[src/verilog/dcache_pkg.sv]
// ~~~~~~~~~~~~~~~~~~~~~~~~~~~~~~~~~~~~~~~~~~~~~~~~~~~~~~~~~~~~~~~~~~~~
// data cache package
// widths, address and line layouts, processor and memory bus
// structs and the controller state encoding
// ~~~~~~~~~~~~~~~~~~~~~~~~~~~~~~~~~~~~~~~~~~~~~~~~~~~~~~~~~~~~~~~~~~~~

package dcache_pkg;

   // 8 sets of two-word blocks
   localparam int WORD_W   = 32;
   localparam int TAG_W    = 26;
   localparam int IDX_W    = 3;
   localparam int NUM_SETS = 8;

   typedef logic [WORD_W-1:0] word_t;
   typedef logic [TAG_W-1:0]  tag_t;
   typedef logic [IDX_W-1:0]  idx_t;

   // byte address as seen by the cache
   typedef struct packed {
      tag_t       tag;
      idx_t       idx;
      logic       blk;
      logic [1:0] byt;
   } daddr_t;

   // one cache block with its state bits
   typedef struct packed {
      logic            valid;
      logic            dirty;
      tag_t            tag;
      word_t [1:0]     data;
   } line_t;

   // whole-line write into one way
   typedef struct packed {
      logic  en;
      idx_t  idx;
      line_t line;
   } way_wr_t;

   // processor side
   typedef struct packed {
      logic   ren;
      logic   wen;
      logic   halt;
      daddr_t addr;
      word_t  store;
   } cpu_req_t;

   typedef struct packed {
      logic  hit;
      logic  flushed;
      word_t load;
   } cpu_rsp_t;

   // memory side moves one word per transfer
   typedef struct packed {
      logic  ren;
      logic  wen;
      word_t addr;
      word_t store;
   } mem_req_t;

   typedef enum logic [2:0] {
      IDLE,
      WB,
      FILL,
      FLUSH_SCAN,
      FLUSH_WB,
      COUNT_WR,
      DONE
   } ctrl_state_t;

endpackage

[src/verilog/cache_way.sv]
// ~~~~~~~~~~~~~~~~~~~~~~~~~~~~~~~~~~~~~~~~~~~~~~~~~~~~~~~~~~~~~~~~~~~~
// one way of the two-way data cache
// holds valid, dirty, tag and two data words per set and
// does its own tag compare for the set being looked up
// ~~~~~~~~~~~~~~~~~~~~~~~~~~~~~~~~~~~~~~~~~~~~~~~~~~~~~~~~~~~~~~~~~~~~

module cache_way (
   input  logic                CLK,
   input  logic                nRST,
   input  dcache_pkg::idx_t    lookup_idx,
   input  dcache_pkg::tag_t    lookup_tag,
   input  dcache_pkg::way_wr_t wr,
   output dcache_pkg::line_t   line,
   output logic                hit
);
   import dcache_pkg::*;

   // state bits per set
   logic [NUM_SETS-1:0] valid_q;
   logic [NUM_SETS-1:0] dirty_q;

   // tag and data storage
   tag_t                tag_q  [NUM_SETS];
   word_t               data_q [NUM_SETS][2];

   // valid and dirty come up cleared
   always_ff @(posedge CLK, negedge nRST) begin
      if (!nRST) begin
         valid_q <= '0;
         dirty_q <= '0;
      end
      else if (wr.en) begin
         valid_q[wr.idx] <= wr.line.valid;
         dirty_q[wr.idx] <= wr.line.dirty;
      end
   end

   // tag and both words are rewritten together
   always_ff @(posedge CLK) begin
      if (wr.en) begin
         tag_q[wr.idx]     <= wr.line.tag;
         data_q[wr.idx][0] <= wr.line.data[0];
         data_q[wr.idx][1] <= wr.line.data[1];
      end
   end

   // combinational read of the addressed set
   always_comb begin
      line.valid   = valid_q[lookup_idx];
      line.dirty   = dirty_q[lookup_idx];
      line.tag     = tag_q[lookup_idx];
      line.data[0] = data_q[lookup_idx][0];
      line.data[1] = data_q[lookup_idx][1];
   end

   // invalid lines never match
   assign hit = line.valid && (line.tag == lookup_tag);

endmodule

[src/verilog/dcache_ctrl.sv]
// ~~~~~~~~~~~~~~~~~~~~~~~~~~~~~~~~~~~~~~~~~~~~~~~~~~~~~~~~~~~~~~~~~~~~
// data cache controller
// merges way hits, keeps LRU bits and the hit count, and runs
// victim write-back, block fill and the halt flush sequence
// ~~~~~~~~~~~~~~~~~~~~~~~~~~~~~~~~~~~~~~~~~~~~~~~~~~~~~~~~~~~~~~~~~~~~

module dcache_ctrl #(
   parameter dcache_pkg::word_t HIT_COUNT_ADDR
) (
   input  logic                 CLK,
   input  logic                 nRST,
   input  dcache_pkg::cpu_req_t cpu_req,
   output dcache_pkg::cpu_rsp_t cpu_rsp,
   output dcache_pkg::idx_t     lookup_idx,
   output dcache_pkg::tag_t     lookup_tag,
   input  dcache_pkg::line_t    line0,
   input  logic                 hit0,
   input  dcache_pkg::line_t    line1,
   input  logic                 hit1,
   output dcache_pkg::way_wr_t  wr0,
   output dcache_pkg::way_wr_t  wr1,
   output dcache_pkg::mem_req_t mem_req,
   input  logic                 dwait,
   input  dcache_pkg::word_t    dload
);
   import dcache_pkg::*;

   // control state
   ctrl_state_t         state_q, state_n;
   logic                word_q, word_n;
   logic                victim_q, victim_n;
   logic [IDX_W:0]      flush_cnt_q, flush_cnt_n;
   logic [NUM_SETS-1:0] lru_q, lru_n;
   word_t               hit_count_q, hit_count_n;
   logic                miss_pending_q, miss_pending_n;

   // first fill word waits here for the second
   word_t               fill_buf_q;

   daddr_t              addr;
   logic                req;
   logic                hit;
   logic                hit_way;
   logic                victim_sel;
   logic                victim_way;
   logic                flush_way;
   logic                flush_last;
   line_t               hit_line;
   line_t               victim_line;
   line_t               flush_line;
   way_wr_t             wr_n;
   logic                wr_way;

   assign addr = cpu_req.addr;
   assign req  = cpu_req.ren || cpu_req.wen;

   // flush counter is {set, way} with the way bit fastest
   assign flush_way  = flush_cnt_q[0];
   assign flush_last = &flush_cnt_q;

   // flush walks its own index and otherwise follows the processor
   assign lookup_idx = (state_q == FLUSH_SCAN || state_q == FLUSH_WB) ?
                       flush_cnt_q[IDX_W:1] : addr.idx;
   assign lookup_tag = addr.tag;

   // hits only count while idle
   assign hit      = (state_q == IDLE) && req && (hit0 || hit1);
   assign hit_way  = hit1;
   assign hit_line = hit_way ? line1 : line0;

   // first empty way from way 0 up or else the LRU choice
   assign victim_sel  = !line0.valid ? 1'b0 :
                        !line1.valid ? 1'b1 : lru_q[addr.idx];
   // held victim once the miss sequence has started
   assign victim_way  = (state_q == IDLE) ? victim_sel : victim_q;
   assign victim_line = victim_way ? line1 : line0;
   assign flush_line  = flush_way ? line1 : line0;

   assign cpu_rsp.hit     = hit;
   assign cpu_rsp.flushed = (state_q == DONE);
   assign cpu_rsp.load    = hit_line.data[addr.blk];

   always_comb begin
      state_n        = state_q;
      word_n         = word_q;
      victim_n       = victim_q;
      flush_cnt_n    = flush_cnt_q;
      lru_n          = lru_q;
      hit_count_n    = hit_count_q;
      miss_pending_n = miss_pending_q;
      mem_req        = '0;
      wr_n           = '0;
      wr_n.idx       = lookup_idx;
      wr_way         = 1'b0;

      case (state_q)
         IDLE: begin
            if (hit) begin
               // point LRU at the other way
               lru_n[addr.idx] = ~hit_way;
               miss_pending_n  = 1'b0;
               // hits that close a miss are not counted
               if (!miss_pending_q) begin
                  hit_count_n = hit_count_q + 1'b1;
               end
               if (cpu_req.wen) begin
                  wr_n.en                  = 1'b1;
                  wr_way                   = hit_way;
                  wr_n.line                = hit_line;
                  wr_n.line.dirty          = 1'b1;
                  wr_n.line.data[addr.blk] = cpu_req.store;
               end
            end
            else if (req) begin
               miss_pending_n = 1'b1;
               victim_n       = victim_sel;
               word_n         = 1'b0;
               state_n        = victim_line.dirty ? WB : FILL;
            end
            else if (cpu_req.halt) begin
               flush_cnt_n = '0;
               state_n     = FLUSH_SCAN;
            end
         end

         WB: begin
            // old block goes back at its own address
            mem_req.wen   = 1'b1;
            mem_req.addr  = {victim_line.tag, addr.idx, word_q, 2'b00};
            mem_req.store = victim_line.data[word_q];
            if (!dwait) begin
               word_n = ~word_q;
               if (word_q) begin
                  state_n = FILL;
               end
            end
         end

         FILL: begin
            mem_req.ren  = 1'b1;
            mem_req.addr = {addr.tag, addr.idx, word_q, 2'b00};
            if (!dwait) begin
               word_n = ~word_q;
               if (word_q) begin
                  // installed clean so the request then hits in IDLE
                  wr_n.en           = 1'b1;
                  wr_way            = victim_q;
                  wr_n.line.valid   = 1'b1;
                  wr_n.line.dirty   = 1'b0;
                  wr_n.line.tag     = addr.tag;
                  wr_n.line.data[0] = fill_buf_q;
                  wr_n.line.data[1] = dload;
                  state_n           = IDLE;
               end
            end
         end

         FLUSH_SCAN: begin
            if (flush_line.dirty) begin
               word_n  = 1'b0;
               state_n = FLUSH_WB;
            end
            else if (flush_last) begin
               state_n = COUNT_WR;
            end
            else begin
               flush_cnt_n = flush_cnt_q + 1'b1;
            end
         end

         FLUSH_WB: begin
            mem_req.wen   = 1'b1;
            mem_req.addr  = {flush_line.tag, lookup_idx, word_q, 2'b00};
            mem_req.store = flush_line.data[word_q];
            if (!dwait) begin
               word_n = ~word_q;
               if (word_q) begin
                  // block now matches memory
                  wr_n.en         = 1'b1;
                  wr_way          = flush_way;
                  wr_n.line       = flush_line;
                  wr_n.line.dirty = 1'b0;
                  flush_cnt_n     = flush_cnt_q + 1'b1;
                  state_n         = flush_last ? COUNT_WR : FLUSH_SCAN;
               end
            end
         end

         COUNT_WR: begin
            mem_req.wen   = 1'b1;
            mem_req.addr  = HIT_COUNT_ADDR;
            mem_req.store = hit_count_q;
            if (!dwait) begin
               state_n = DONE;
            end
         end

         // flushed held until reset
         DONE: begin
            state_n = DONE;
         end

         default: begin
            state_n = IDLE;
         end
      endcase
   end

   // steer the single write to the chosen way
   always_comb begin
      wr0    = wr_n;
      wr1    = wr_n;
      wr0.en = wr_n.en && !wr_way;
      wr1.en = wr_n.en && wr_way;
   end

   always_ff @(posedge CLK, negedge nRST) begin
      if (!nRST) begin
         state_q        <= IDLE;
         word_q         <= 1'b0;
         victim_q       <= 1'b0;
         flush_cnt_q    <= '0;
         lru_q          <= '0;
         hit_count_q    <= '0;
         miss_pending_q <= 1'b0;
      end
      else begin
         state_q        <= state_n;
         word_q         <= word_n;
         victim_q       <= victim_n;
         flush_cnt_q    <= flush_cnt_n;
         lru_q          <= lru_n;
         hit_count_q    <= hit_count_n;
         miss_pending_q <= miss_pending_n;
      end
   end

   // capture word 0 of the fill
   always_ff @(posedge CLK) begin
      if (state_q == FILL && !dwait && !word_q) begin
         fill_buf_q <= dload;
      end
   end

endmodule

[src/verilog/dcache.sv]
// ~~~~~~~~~~~~~~~~~~~~~~~~~~~~~~~~~~~~~~~~~~~~~~~~~~~~~~~~~~~~~~~~~~~~
// write-back data cache, two-way set associative
// two ways looked up in parallel, one controller on the memory bus
// ~~~~~~~~~~~~~~~~~~~~~~~~~~~~~~~~~~~~~~~~~~~~~~~~~~~~~~~~~~~~~~~~~~~~

module dcache #(
   parameter dcache_pkg::word_t HIT_COUNT_ADDR = 32'h3100
) (
   input  logic                 CLK,
   input  logic                 nRST,
   input  dcache_pkg::cpu_req_t cpu_req,
   output dcache_pkg::cpu_rsp_t cpu_rsp,
   output dcache_pkg::mem_req_t mem_req,
   input  logic                 dwait,
   input  dcache_pkg::word_t    dload
);
   import dcache_pkg::*;

   // shared lookup address
   idx_t    lookup_idx;
   tag_t    lookup_tag;

   // per way results and writes
   line_t   line0, line1;
   logic    hit0, hit1;
   way_wr_t wr0, wr1;

   cache_way way0_i (
      .CLK        (CLK),
      .nRST       (nRST),
      .lookup_idx (lookup_idx),
      .lookup_tag (lookup_tag),
      .wr         (wr0),
      .line       (line0),
      .hit        (hit0)
   );

   cache_way way1_i (
      .CLK        (CLK),
      .nRST       (nRST),
      .lookup_idx (lookup_idx),
      .lookup_tag (lookup_tag),
      .wr         (wr1),
      .line       (line1),
      .hit        (hit1)
   );

   dcache_ctrl #(
      .HIT_COUNT_ADDR (HIT_COUNT_ADDR)
   ) ctrl_i (
      .CLK        (CLK),
      .nRST       (nRST),
      .cpu_req    (cpu_req),
      .cpu_rsp    (cpu_rsp),
      .lookup_idx (lookup_idx),
      .lookup_tag (lookup_tag),
      .line0      (line0),
      .hit0       (hit0),
      .line1      (line1),
      .hit1       (hit1),
      .wr0        (wr0),
      .wr1        (wr1),
      .mem_req    (mem_req),
      .dwait      (dwait),
      .dload      (dload)
   );

endmodule

[config.mk]
export PLATFORM = sky130hd
export DESIGN_NAME = dcache
export DESIGN_NICKNAME = d
export VERILOG_FILES = /design/src/verilog/dcache_pkg.sv /design/src/verilog/cache_way.sv /design/src/verilog/dcache_ctrl.sv /design/src/verilog/dcache.sv
export SDC_FILE = /design/constraint.sdc
export NUM_CORES = 2
export LEC_CHECK = 0
export ABC_AREA = 1
export BUFFER_PORTS_ARGS = -buffer_cell sky130_fd_sc_hd__buf_2
export CAP_MARGIN = 20
export CORE_ASPECT_RATIO = 0.6
export CORE_MARGIN = 2
export CORE_UTILIZATION = 35
export DETAILED_ROUTE_END_ITERATION = 8
export SYNTH_ARGS = -nofsm -noshare
export SYNTH_HDL_FRONTEND = slang
export SYNTH_HIERARCHICAL = 1
export SYNTH_SLANG_ARGS = --single-unit
[constraint.sdc]
create_clock -name CLK -period 17.37 [get_ports CLK]
set_input_delay 2.6055 -clock CLK [delete_from_list [all_inputs] [get_ports CLK]]
set_output_delay 2.6055 -clock CLK [all_outputs]
set_load 0.05 [all_outputs]
# Word-level counts from Yosys, hierarchy flattened
# Memories as Yosys holds them, arrays and structs flattened.
# Index checks and enable logic that the tools add are counted.
totals:
  reg_bits: 114
  mem_bits_rw: 1440
  wordCells: 178
  n_memories: 4
mem_list:
  columns: ["name", "depth", "word_bits", "rd", "rd_clocked_by_memory_dff", "write_ports", "line_no", "text"]
  rows:
  - ["way0_i.data_q", 8, 64, 1, 0, 1, "cache_way.sv:24", "word_t data_q [NUM_SETS][2];"]
  - ["way1_i.data_q", 8, 64, 1, 0, 1, "cache_way.sv:24", null]
  - ["way0_i.tag_q", 8, 26, 1, 0, 1, "cache_way.sv:23", "tag_t tag_q [NUM_SETS];"]
  - ["way1_i.tag_q", 8, 26, 1, 0, 1, "cache_way.sv:23", null]
op_classes:
  add_sub_neg: 2
  n_lt_le_gt_ge: 7
  eq_ne: 25
  muxes: 92
  bitwise_logic: 4
  reduce_logical: 32
ops:
  columns: ["operator", "count"]
  rows:
  - ["92-bit 2-to-1 mux", 8]
  - ["92-bit one-hot mux with 3 select lines", 1]
  - ["32-bit 2-to-1 mux", 7]
  - ["32-bit one-hot mux with 4 select lines", 1]
  - ["32-bit one-hot mux with 3 select lines", 1]
  - ["91-bit 2-to-1 mux", 1]
  - ["64-bit bitwise mux", 1]
  - ["26-bit equality test", 2]
  - ["3-bit 2-to-1 mux", 14]
  - ["8-bit bitwise mux", 5]
  - ["32-bit by 1-bit adder with 32-bit output (second input constant)", 1]
  - ["32-bit demux with 1-bit select", 1]
  - ["1-bit 2-to-1 mux", 32]
  - ["4-bit 2-to-1 mux", 7]
  - ["3-bit one-hot mux with 7 select lines", 1]
  - ["2-bit != test (second input constant)", 10]
  - ["1-bit binary-select mux with 3-bit select", 5]
  - ["4-bit one-hot mux with 3 select lines", 1]
  - ["1-bit logical AND", 11]
  - ["2-bit by 1-bit != test with 1-bit output (second input constant)", 5]
  - ["10-bit AND reduction", 1]
  - ["3-bit equality test (second input constant)", 3]
  - ["3-bit by 4-bit < comparator with 1-bit output (second input constant)", 2]
  - ["8-bit AND reduction", 1]
  - ["24 further kinds", 40]

# Depth between registers and ports, before layout
depth:
  word_depth: 14
  ltp_mapped: 36
  ltp_nobuf: 31

# Hierarchy
# The synthesis kept the hierarchy.
by_module_without_submodules:
  columns: ["mod", "instances", "cells_per_inst", "area_per_inst_um2"]
  rows:
  - ["cache_way (way0_i)", 1, 2509, 29727.3]
  - ["cache_way (way1_i)", 1, 2485, 29584.6]
  - ["dcache_ctrl", 1, 1926, 11722.5]

# Least setup slack after synthesis
# No wires, ideal clock.
synth_timing:
  kind: "input to register"
  start: "input cpu_req[35] in the netlist's numbering"
  end: "register way1_i.dirty_q[4]"
  setup_ps: 102
  arrival_ps: 10355
  required_time_ps: 17268
  setup_slack_ps: 6913
  path_stages: 28
  path_buffers: 4
  cell_sequence: "inv_2 > o21ai_0 > buf_2 > buf_2 > nor2_1 > nor2_1 > nand2_1 > nand3_1 > o21ai_1 > a21oi_1 > nand2_1 > nor2_1 > nand3_1 > nor2_1 > buf_2 > inv_1 > nand2_1 > nand2_4 > nor2_1 > inv_1 > buf_2 > o221ai_1 > inv_1 > nor2_1 > inv_1 > nor2_1 > inv_1 > o21ai_0"
synth_lines:
  columns: ["item", "line_no", "text"]
  rows:
  - ["start, declared", "dcache.sv:11", "input dcache_pkg::cpu_req_t cpu_req,"]
  - ["end signal, assigned by index", "cache_way.sv:34", "dirty_q[wr.idx] <= wr.line.dirty;"]
  - ["end, declared", "cache_way.sv:20", "logic [NUM_SETS-1:0] dirty_q;"]

==> qor.yml <==
status: "finished, final reports clean"
chipWidth_um: 586
synth_edf_count: 1472
ctsHoldBuffers: 0
numPortBuffers: 197
tns_ps: 0
clk_path_buf_depth: 3
synth-seq-cells: 1554
min_path_type: "reg -> reg"
synth_xor_area_share_pct: 0.395
nets: 6994
startpoint_type: "flop"
synth_top_cell_by_area: "edfxtp_1"
fin_util_pct: 39.3
yosysWarningCount: 6
h-tree-depth: 4
crit_top_cell: "nand2_1"
crit_fanout: 163
synthFlopType: "edfxtp_1"
numCtsBuffers: 157
cts_sinks: 1554
layoutNonFillerInstCount: 9765
required_ps: 17780
synthMuxAreaShare_pct: 0.479
slew_headroom_pct: 20.8
synthTopCellsByCount: "edfxtp_1, nand2_1, nor2_1"
tightest_slew_ps: 1180
io_pins: 202
synth_seq_area_share_pct: 65.1
grt_max_degree: 189
setup_violations: 0
synth_area_mm2: 0.0710
via_count: 52900
synth_top_family_by_area: "simple AND/OR/NAND/NOR gates"
synth_compound_gate_area_share_pct: 11.0
dieArea_mm2: 0.207
drt-total-wl_um: 225000
cts.repair.resized: 0
root_buffer: "clkbuf_16"
crit_start: "ctrl_i/state_q[2]$_DFFE_PN0P_"
max_freq_mhz: 83.0
finalHoldWorstSlack_ps: 480
worst-setup-path-type: "reg -> reg"
hold_viol_final: 0
cts_tree: "built"
synthArstFlopShare_pct: 5.28
synth_cell_type_count: 44
cts_setup_buffers: 0
rows: 128
worstPathArrival_ps: 12460
die_h_um: 353
r2r_start: "ctrl_i/state_q[2]$_DFFE_PN0P_"
synth_simple_gate_area_share_pct: 16.1
fin_crit_ps: 12050
area_growth_pct: 11.8
clk_latency_ps: 820
hp-start: "way1_i/valid_q[4]$_DFFE_PN0P_"
power.density_mw_per_mm2: 147
yosys-top-cells-area: "edfxtp_1, nand2_1, nor2_1"
yosysMostFrequentCell: "edfxtp_1"
rsz0062_at_grt: "false"
cp_slowest_stage_delay_ps: 1050
wl_per_cell_um: 23.0
yosysTopAreaCellShare_pct: 62.2
first_global_vias: 47600
initial_utilization_pct: 35.1
skew_ps: 55.0
firstDrtPassIters: 7
post_drt_via_cell_ratio: 5.42
gp_congestion: 0.910
track_usage_pct: 21.1
p_leak_nw: 29.2
synth_cells: 6920
drv_cap: 0
hpwlAfterDp_um: 125000
postSynthAreaPerCell_um2: 10.3
grt_antenna_before_repair: 36
grt_first_pass_wirelength_um: 325000
synth_fa_ha_area_share_pct: 0.0352
dp.cells: 9408
drive_above_1_share_pct: 9.17
grt_overflow: 0
slew_viol_final: 0
slowest_stage: "dfrtp_1"
drtIter0Drc: 7349
peakVddDrop_uv: 148
drc: 0
path_clk_slew_ps: 60
finalCritPeriodShare_pct: 69.4
core_mm2: 0.202
postRouteAntennaNets: 0
worst_setup_path_end_kind: "flop"
==> critical path, delay by kind of cell, from the launching register on <==
kind,cells,cell delay [ps]
buffers and inverters,11,6130
flip-flops,1,1050
AO/OA/AOI/OAI,2,370
AND/OR/NAND/NOR,20,3650
==> per-stage QoR <==
| stage | setup WS [ps] | cell area (µm²) | total power, mW |
|---|---|---|---|
| global route | 4770 | 79400 | 12.1 |
| global placement | 4670 | 73600 | 8.15 |
| finish | 5320 | 79400 | 11.7 |
| floorplan | 6910 | 71000 | 7.01 |
| detailed placement | 4900 | 73800 | 8.21 |
| CTS | 5640 | 79000 | 11.6 |
==> cells in the final DEF, fill, tap and decap left out, drive strengths merged <==
master,n
edfxtp,1472
o21a,1
and3,2
o221ai,2
buf,364
nor3,20
a2111oi,1
nand2,1141
inv,535
conb,2
xor2,32
mux2i,34
a32oi,10
bufinv,14
nand3,419
nand3b,64
a21oi,123
ha,2
o2111ai,1
nor2,1139
nor4,2
clkinvlp,1
dfrtp,82
a31oi,130
a22oi,27
o211ai,104
nand4,7
o22ai,160
o21ai,856
diode,21
clkinv,57
and2,1
clkbuf,209
==> final timing paths <==
kind | to | slack, ps | cells after the start
setup / recovery | way0_i/tag_q[6][6]$_DFFE_PP_ | 5320 | 33
hold / removal | way1_i/valid_q[4]$_DFFE_PN0P_ | 480 | 2
setup reg to reg | way0_i/tag_q[6][6]$_DFFE_PP_ | 5320 | 33
hold reg to reg | way1_i/valid_q[4]$_DFFE_PN0P_ | 480 | 2
max in group asynchronous | ctrl_i/flush_cnt_q[0]$_DFFE_PN0P_ | 14510 | 2
min in group asynchronous | ctrl_i/lru_q[0]$_DFFE_PN0P_ | 1760 | 1
==> layer usage <==
| layer | routed length, µm | part of all wire, % | global-route usage, % |
|---|---|---|---|
| met1 | 96700 | 43 | 30.3 |
| met5 | 13 | 0.0058 | 0 |
| met3 | 20400 | 9.1 | 3.20 |
| met2 | 97400 | 43 | 31.3 |
| met4 | 10400 | 4.6 | 9.83 |
==> area by class of cell <==
type,instances,area [µm²]
tap,2730,3420
clock inverter,74,806
fill,19300,123000
sequential,1554,46300
clock buffer,209,4330
antenna,21,52.6
timing repair buffer,364,2380
multi-input combinational,4280,20100
inverter,533,2040
==> cell families (layout without fill, tap and decap cells) <==
group           after synthesis  after routing
fa+ha+maj                     2              2
compound gates             1415           1415
flops                      1554           1554
simple gates               2795           2795
xor+xnor                     32             32
buf+inv                    1087           1180
mux                          34             34
other cells                   1             23
==> state kept, by name, summed over array words and instances (netlist names), 32 cells and up <==
register	count
way0_i/data_q	512
way1_i/data_q	512
way0_i/tag_q	208
way1_i/tag_q	208
ctrl_i/fill_buf_q	32
ctrl_i/hit_count_q	32
==> report_power, final <==
group | internal [mW] | switching (mW) | leakage (nW)
clock network | 1.97 | 1.45 | 2.51
registers | 4.23 | 0.0425 | 14.3
logic | 0.905 | 3.07 | 12.4
No activity file was read; power rests on OpenSTA's default activity.
